===== config.mk =====
export PLATFORM = sky130hd
export DESIGN_NAME = video_board
export DESIGN_NICKNAME = d
export VERILOG_FILES = /design/src/logic/video_pkg.sv /design/src/logic/video_if.sv /design/src/logic/video_in.sv /design/src/logic/bw_filter.sv /design/src/logic/scan2x.sv /design/src/logic/video_board.sv
export SDC_FILE = /design/constraint.sdc
export NUM_CORES = 2
export LEC_CHECK = 0
export ABC_AREA = 0
export ABC_CLOCK_PERIOD_IN_PS = 4500
export BUFFER_PORTS_ARGS = -buffer_cell sky130_fd_sc_hd__buf_4
export CAP_MARGIN = 20
export CORE_ASPECT_RATIO = 1.75
export CORE_MARGIN = 1
export CORE_UTILIZATION = 45
export CTS_CLUSTER_DIAMETER = 100
export DETAILED_ROUTE_END_ITERATION = 10
export PLACE_DENSITY_LB_ADDON = 0.25
export RECOVER_POWER = 25
export SYNTH_ARGS = -nofsm -noshare
export SYNTH_HDL_FRONTEND = slang
export SYNTH_SLANG_ARGS = --single-unit

===== constraint.sdc =====
create_clock -name clk_sys -period 4.5 [get_ports clk_sys]
set_input_delay 0.45 -clock clk_sys [delete_from_list [all_inputs] [get_ports clk_sys]]
set_output_delay 0.45 -clock clk_sys [all_outputs]
set_load 0.02 [all_outputs]

===== src/logic/video_pkg.sv =====
package video_pkg;

    // Game colour depth per channel
    localparam int color_w = 4;
    // One extra bit after the bandwidth filter
    localparam int ana_w   = color_w + 1;
    localparam int out_w   = 8;

    // Pixel periods per line, blanking included
    localparam int line_len = 64;
    localparam int col_w    = 6;

    // Doubled hsync width in pxl2_cen ticks
    localparam int hs2_len  = 4;

    // Repeat the top bits to fill the low end
    function automatic logic [out_w-1:0] extend8(input logic [ana_w-1:0] a);
        return {a, a[ana_w-1 -: 3]};
    endfunction

    // Scanline dimming of the repeated line
    function automatic logic [out_w-1:0] dim(
        input logic [out_w-1:0] v,
        input logic [1:0]       mode
    );
        logic [out_w-1:0] res;
        case (mode)
            2'd0: res = v;
            // 75 %
            2'd1: res = v - (v >> 2);
            // 50 %
            2'd2: res = v - (v >> 1);
            // 25 %
            default: res = v >> 2;
        endcase
        return res;
    endfunction

endpackage


===== src/logic/video_if.sv =====
`timescale 1ns/1ps

// Pixel stream between stages, valid when cen is high
interface video_if import video_pkg::*; #(
    parameter int W = color_w
) ();

    logic [W-1:0]     r;
    logic [W-1:0]     g;
    logic [W-1:0]     b;
    logic             hs;
    logic             vs;
    logic             lhbl;
    logic             cen;
    // First pixel after hs goes high
    logic             line_start;
    logic [col_w-1:0] x;

    modport src (
        output r, g, b, hs, vs, lhbl, cen, line_start, x
    );

    modport dst (
        input  r, g, b, hs, vs, lhbl, cen, line_start, x
    );

endinterface


===== src/logic/video_in.sv =====
`timescale 1ns/1ps

module video_in import video_pkg::*; (
    input  logic               clk_sys,
    input  logic               rst_n,
    input  logic               pxl_cen,
    input  logic [color_w-1:0] game_r,
    input  logic [color_w-1:0] game_g,
    input  logic [color_w-1:0] game_b,
    input  logic               lhbl,
    input  logic               hs,
    input  logic               vs,
    video_if.src               pix
);

    logic hs_last;
    logic hs_rise;

    assign hs_rise = hs & ~hs_last;

    // Sync, strobe and column tracking
    always_ff @(posedge clk_sys) begin
        if (!rst_n) begin
            hs_last        <= 1'b0;
            pix.cen        <= 1'b0;
            pix.line_start <= 1'b0;
            pix.hs         <= 1'b0;
            pix.vs         <= 1'b0;
            pix.lhbl       <= 1'b0;
            pix.x          <= '0;
        end else begin
            pix.cen        <= pxl_cen;
            pix.line_start <= pxl_cen & hs_rise;
            if (pxl_cen) begin
                hs_last  <= hs;
                pix.hs   <= hs;
                pix.vs   <= vs;
                pix.lhbl <= lhbl;
                if (hs_rise) begin
                    pix.x <= '0;
                end else if (pix.x != col_w'(line_len - 1)) begin
                    // Saturate on over-long lines
                    pix.x <= pix.x + 1'b1;
                end
            end
        end
    end

    always_ff @(posedge clk_sys) begin
        if (pxl_cen) begin
            pix.r <= game_r;
            pix.g <= game_g;
            pix.b <= game_b;
        end
    end

endmodule


===== src/logic/bw_filter.sv =====
`timescale 1ns/1ps

module bw_filter import video_pkg::*; (
    input  logic clk_sys,
    input  logic rst_n,
    input  logic bw_en,
    video_if.dst pin,
    video_if.src pout
);

    logic [color_w-1:0] prev_r;
    logic [color_w-1:0] prev_g;
    logic [color_w-1:0] prev_b;
    logic               clr_prev;

    // Either a plain shift or the sum of two neighbours
    function automatic logic [ana_w-1:0] widen(
        input logic [color_w-1:0] cur,
        input logic [color_w-1:0] prev,
        input logic               en
    );
        logic [ana_w-1:0] res;
        if (en) begin
            res = ana_w'(cur) + ana_w'(prev);
        end else begin
            res = {cur, 1'b0};
        end
        return res;
    endfunction

    // No blending across the line edge or out of blanking
    assign clr_prev = pin.line_start | ~pin.lhbl;

    always_ff @(posedge clk_sys) begin
        if (!rst_n) begin
            pout.cen        <= 1'b0;
            pout.line_start <= 1'b0;
            pout.hs         <= 1'b0;
            pout.vs         <= 1'b0;
            pout.lhbl       <= 1'b0;
            pout.x          <= '0;
            prev_r          <= '0;
            prev_g          <= '0;
            prev_b          <= '0;
        end else begin
            pout.cen        <= pin.cen;
            pout.line_start <= pin.cen & pin.line_start;
            if (pin.cen) begin
                pout.hs   <= pin.hs;
                pout.vs   <= pin.vs;
                pout.lhbl <= pin.lhbl;
                pout.x    <= pin.x;
                prev_r    <= pin.lhbl ? pin.r : '0;
                prev_g    <= pin.lhbl ? pin.g : '0;
                prev_b    <= pin.lhbl ? pin.b : '0;
            end
        end
    end

    always_ff @(posedge clk_sys) begin
        if (pin.cen) begin
            pout.r <= widen(pin.r, clr_prev ? '0 : prev_r, bw_en);
            pout.g <= widen(pin.g, clr_prev ? '0 : prev_g, bw_en);
            pout.b <= widen(pin.b, clr_prev ? '0 : prev_b, bw_en);
        end
    end

    // Upstream must mark line starts on a valid pixel only
    assert property (@(posedge clk_sys) disable iff (!rst_n)
        pin.line_start |-> pin.cen);

endmodule


===== src/logic/scan2x.sv =====
`timescale 1ns/1ps

module scan2x import video_pkg::*; (
    input  logic             clk_sys,
    input  logic             rst_n,
    input  logic             pxl2_cen,
    input  logic [1:0]       sl_mode,
    video_if.dst             pin,
    output logic [out_w-1:0] scan2x_r,
    output logic [out_w-1:0] scan2x_g,
    output logic [out_w-1:0] scan2x_b,
    output logic             scan2x_hs,
    output logic             scan2x_vs,
    output logic             scan2x_de,
    output logic             scan2x_cen
);

    // Two line halves, each entry is {lhbl, r, g, b}
    logic [3*ana_w:0]   line_buf [2*line_len];

    logic               wr_half;
    logic               wr_half_nx;
    logic               filled;
    logic               started;
    logic               active;
    logic               copy;
    logic [col_w-1:0]   rd_col;
    logic [3*ana_w:0]   rd_word;
    logic               rd_lhbl;
    logic [ana_w-1:0]   rd_r;
    logic [ana_w-1:0]   rd_g;
    logic [ana_w-1:0]   rd_b;

    // Second copy gets the scanline effect
    function automatic logic [out_w-1:0] chan(
        input logic [ana_w-1:0] c,
        input logic             dimmed,
        input logic [1:0]       mode
    );
        logic [out_w-1:0] wide;
        wide = extend8(c);
        return dimmed ? dim(wide, mode) : wide;
    endfunction

    // The line_start pixel already belongs to the new half
    assign wr_half_nx = pin.line_start ? ~wr_half : wr_half;

    always_ff @(posedge clk_sys) begin
        if (pin.cen) begin
            line_buf[{wr_half_nx, pin.x}] <= {pin.lhbl, pin.r, pin.g, pin.b};
        end
    end

    // Playback always comes from the half not being written
    assign rd_word = line_buf[{~wr_half, rd_col}];
    assign {rd_lhbl, rd_r, rd_g, rd_b} = rd_word;

    always_ff @(posedge clk_sys) begin
        if (!rst_n) begin
            wr_half <= 1'b0;
            filled  <= 1'b0;
            started <= 1'b0;
            active  <= 1'b0;
            copy    <= 1'b0;
            rd_col  <= '0;
        end else begin
            wr_half <= wr_half_nx;
            if (pin.line_start) begin
                filled <= 1'b1;
                // First line_start only opens the first write
                if (filled) begin
                    started <= 1'b1;
                    active  <= 1'b1;
                    copy    <= 1'b0;
                    rd_col  <= '0;
                end
            end else if (pxl2_cen && active) begin
                if (rd_col == col_w'(line_len - 1)) begin
                    rd_col <= '0;
                    copy   <= 1'b1;
                    // Stop after the second pass
                    active <= ~copy;
                end else begin
                    rd_col <= rd_col + 1'b1;
                end
            end
        end
    end

    always_ff @(posedge clk_sys) begin
        if (!rst_n) begin
            scan2x_r   <= '0;
            scan2x_g   <= '0;
            scan2x_b   <= '0;
            scan2x_hs  <= 1'b0;
            scan2x_vs  <= 1'b0;
            scan2x_de  <= 1'b0;
            scan2x_cen <= 1'b0;
        end else begin
            scan2x_cen <= pxl2_cen & started;
            if (pin.cen) begin
                scan2x_vs <= pin.vs;
            end
            if (pxl2_cen) begin
                if (active && !pin.line_start) begin
                    scan2x_r  <= chan(rd_r, copy, sl_mode);
                    scan2x_g  <= chan(rd_g, copy, sl_mode);
                    scan2x_b  <= chan(rd_b, copy, sl_mode);
                    scan2x_hs <= int'(rd_col) < hs2_len;
                    scan2x_de <= rd_lhbl;
                end else begin
                    // Idle gap, e.g. the tick lost to a restart
                    scan2x_r  <= '0;
                    scan2x_g  <= '0;
                    scan2x_b  <= '0;
                    scan2x_hs <= 1'b0;
                    scan2x_de <= 1'b0;
                end
            end
        end
    end

    // A new line comes with hs and never cuts the first copy short
    assert property (@(posedge clk_sys) disable iff (!rst_n)
        pin.line_start |-> pin.hs && (!active || copy));

endmodule


===== src/logic/video_board.sv =====
`timescale 1ns/1ps

module video_board import video_pkg::*; (
    input  logic               clk_sys,
    input  logic               rst_n,
    input  logic               pxl_cen,
    input  logic               pxl2_cen,
    input  logic [color_w-1:0] game_r,
    input  logic [color_w-1:0] game_g,
    input  logic [color_w-1:0] game_b,
    input  logic               lhbl,
    input  logic               hs,
    input  logic               vs,
    input  logic               bw_en,
    input  logic [1:0]         sl_mode,
    output logic [out_w-1:0]   scan2x_r,
    output logic [out_w-1:0]   scan2x_g,
    output logic [out_w-1:0]   scan2x_b,
    output logic               scan2x_hs,
    output logic               scan2x_vs,
    output logic               scan2x_de,
    output logic               scan2x_cen
);

    // Game pixels and filtered pixels
    video_if #(.W(color_w)) pix_raw ();
    video_if #(.W(ana_w))   pix_ana ();

    video_in u_video_in (
        .clk_sys    ( clk_sys    ),
        .rst_n      ( rst_n      ),
        .pxl_cen    ( pxl_cen    ),
        .game_r     ( game_r     ),
        .game_g     ( game_g     ),
        .game_b     ( game_b     ),
        .lhbl       ( lhbl       ),
        .hs         ( hs         ),
        .vs         ( vs         ),
        .pix        ( pix_raw    )
    );

    bw_filter u_bw_filter (
        .clk_sys    ( clk_sys    ),
        .rst_n      ( rst_n      ),
        .bw_en      ( bw_en      ),
        .pin        ( pix_raw    ),
        .pout       ( pix_ana    )
    );

    // Doubled output at pxl2_cen rate
    scan2x u_scan2x (
        .clk_sys    ( clk_sys    ),
        .rst_n      ( rst_n      ),
        .pxl2_cen   ( pxl2_cen   ),
        .sl_mode    ( sl_mode    ),
        .pin        ( pix_ana    ),
        .scan2x_r   ( scan2x_r   ),
        .scan2x_g   ( scan2x_g   ),
        .scan2x_b   ( scan2x_b   ),
        .scan2x_hs  ( scan2x_hs  ),
        .scan2x_vs  ( scan2x_vs  ),
        .scan2x_de  ( scan2x_de  ),
        .scan2x_cen ( scan2x_cen )
    );

endmodule


==> results.md <==
- Status: finished, violations left
- Failing checks: design-rule violations, max-capacitance violations, max-slew violations, negative setup slack
- DP HPWL: between 150000 and 200000 um
- Startpoint Class: flop
- Die X-Extent: 329.2 um
- Mapped Area: about 84000 sq um
- Worst clock skew: 39.33 ps
- Async SR Flop Fraction: 0%
- Worst Hold Margin: 107.6 ps
- Post-synth EDFFs: 2075
- Peak VDD IR: 0.2890 mV
- Mapped Avg Cell Area: 21.00 sq um
- Pwr Total: just under 40 mW
- Crit path kind: reg2reg
- Final nets: 4785
- Via density: 6.030
- Setup crit end kind: flop
- First-pass GRT wire length: 332300 um
- Critical Path AT: about 5300 ps
- Final Worst Setup Slack: -97.49 ps
- Sequential fraction of the synthesis area: 75.63%
- Commonest non-fill, non-tap cell in the layout: edfxtp_1
- CTS root buffer: clkbuf_16
- Final ANT Viol Nets: 0
- Routability cong.: ~0.89
- I/O pin count: 50
- Vias in the first global route: 44880
- Initial antenna violation count: 4
- Relative slew slack: -97.96%
- Core area: 185700 sq um
- Vert. Die Dim: 574.6 um
- Top post-synthesis cells by area: edfxtp_1 74%, mux4_2 15%, dfxtp_1 1.7%
- Clock sinks: 2147
- Worst Hold Class: in2reg
- Worst slew pin tran: 2969 ps
- Largest net degree at the start of global routing: about 130
- Fmax: ~220 MHz
- Yosys reg bits: approximately 2100
- Max-slew violations: ~1300
- I/O Buffers: 49
- Yosys top cell by area: edfxtp_1
- Number of max-cap violations: 10
- Detailed Route WL: roughly 240000 um
- DRC Markers: 13
- Rows: ~210
- Starting density of the core: 45.40%
- Worst-path clk slew: ~70 ps
- TritonCTS Buffers: around 190
- Yosys top cell area share: between 70% and 80%
- P&R area growth vs syn: 18.29%
- Pwr dens: between 300 and 400 nW/um^2
- Period utilization: 102.2%
- RSZ-0062 raised after global routing: true
- GRT Total Usage: about a quarter
- Post-Synthesis Net Count: 4083
- Layout cells sized above 1: 35.36%
- YS warnings: 0
- Cells on worst reg2reg path: 19
- First-iteration detailed-routing DRC count: 4234
- Overflow after GRT: 0
- Main synth FF type: edfxtp_1
- Commonest non-fill, non-tap cells in the layout: 2075 x edfxtp_1, 553 x mux4_2, 548 x buf_4
- DR pass1 iterations: 9
- Hold Violations, Final: 0
- CTS tree: yes
- Final setup fails: 4
- Post-DR wirelength/cell: 32.60 um
- Critical Path RT: approximately 5200 ps
- H-tree depth: 4
- Hold Crit Depth: 2
- CTS Buffer Depth: 4
- Pleak: between 30 and 40 nW
- Total die area: 189100 sq um
- Yosys cell types: 76
- Crit path time final: 4597 ps
- Via count: roughly 44000
- Max FO, Critical Path: 6
- Syn Inst Count: 4015
- Clk_lat worst skew: 810 ps
==> power breakdown <==
part           switching (mW)  total (mW)  internal [mW]
Clock                    7.14        16.2           9.07
Sequential             0.0389        22.0           21.9
Combinational           0.444       0.596          0.152
Total                    7.62        38.8           31.1
==> critical path, cell delays in order, from the launching register on <==
cell	delay [ps]
dfxtp_4	370
buf_6	120
buf_12	150
buf_4	140
buf_16	120
mux4_2	510
mux4_2	500
a22oi_2	450
o211ai_1	320
nor2_1	190
or2_1	130
ha_1	230
nor2b_4	130
o21ai_2	150
a21boi_2	80
o21ai_1	130
nand2b_1	100
a31o_2	260
a41o_1	220
o21a_1	180
==> cell type report <==
type	instances	area, sq um
fill	14206	85950
timing repair buffer	719	6878
clock buffer	223	4921
antenna	1	2.502
multi-input combinational	1617	19840
sequential	2147	63770
tap	2426	3035
inverter	44	167.7
clock inverter	108	1104
==> flip-flops by register name, summed over array words and instances, names as in the netlist, 4 cells and up <==
register            flops
u_video_in.pix.x        6
u_scan2x.scan2x_g       8
u_bw_filter.prev_r      4
u_bw_filter.prev_g      4
u_scan2x.line_buf    2048
u_bw_filter.pout.x      6
u_bw_filter.pout.r      5
u_bw_filter.prev_b      4
u_video_in.pix.b        4
u_bw_filter.pout.b      5
u_video_in.pix.g        4
u_bw_filter.pout.g      5
u_scan2x.rd_col         6
u_scan2x.scan2x_b       8
u_video_in.pix.r        4
u_scan2x.scan2x_r       8
==> final timing paths <==
path | from | to | slack (ps)
worst min-delay path | bw_en | u_bw_filter.pout.b[4] | 110
worst max-delay path | u_scan2x.rd_col[0] | u_scan2x.scan2x_g[7] | -100
worst min register to register | u_scan2x.scan2x_de | u_scan2x.scan2x_de | 450
worst max register to register | u_scan2x.rd_col[0] | u_scan2x.scan2x_g[7] | -100
==> routing by layer <==
metal  share of wire (%)  global-route usage [%]
met4                 5.7                   12.23
met5              0.0029                       0
met2                  54                   45.50
met1                  35                   29.03
met3                 5.8                   2.724
==> repair_timing <==
item,4_1_cts,5_1_grt
pin swaps,57,46
resized for setup,149,74
buffers inserted,64,36
gates cloned,8,3
setup endpoints to repair,19,15
endpoints found under the hold margin,18,0
hold buffers,17,0
==> logic make-up (layout without fill, tap and decap cells) <==
family / Yosys count / in the layout / synth area share [%]
other: 0 / 1 / 0
adder cells (fa/ha/maj): 46 / 46 / 0.7362
AO/OA/AOI/OAI: 363 / 363 / 2.920
XOR/XNOR: 29 / 29 / 0.3013
flip-flops: 2147 / 2147 / 75.63
AND/OR/NAND/NOR: 542 / 542 / 2.865
multiplexers: 637 / 637 / 15.80
buffers and inverters: 251 / 1094 / 1.751
==> stage by stage <==
step / std cells / instance area [sq um] / setup TNS [ps] / setup WS [ps] / utilization [%]
after detailed placement: 6833 / 91650 / -5991 / -721.4 / 49.36
after global placement: 6831 / 91600 / -5901 / -788.3 / 49.34
final: 7285 / 99720 / -225.4 / -97.49 / 53.71
after global routing: 7285 / 99720 / -1302 / -193.5 / 53.71
after floorplan: 4015 / 84370 / 0 / 7.335 / -
after CTS: 7249 / 99270 / -93.13 / -35.19 / 53.47
==> Yosys cell counts (18+ instances only) <==
cell type     n
a22o_1       19
o22ai_1      24
mux2_2       20
clkbuf_1     59
and2_1       27
mux4_2      553
buf_2        53
o21ai_0      48
nor3_1       26
nand2_1     127
nor2_1      256
mux2i_1      64
xnor2_1      23
a21oi_1      71
buf_4        50
dfxtp_1      72
nor2b_1      31
a31oi_1      20
inv_1        37
a211oi_1     23
nand3_1      25
ha_1         40
edfxtp_1   2075
a21o_1       18
a22oi_1      68
buf_6        27
Note: power is estimated with default switching activity, not from simulation.
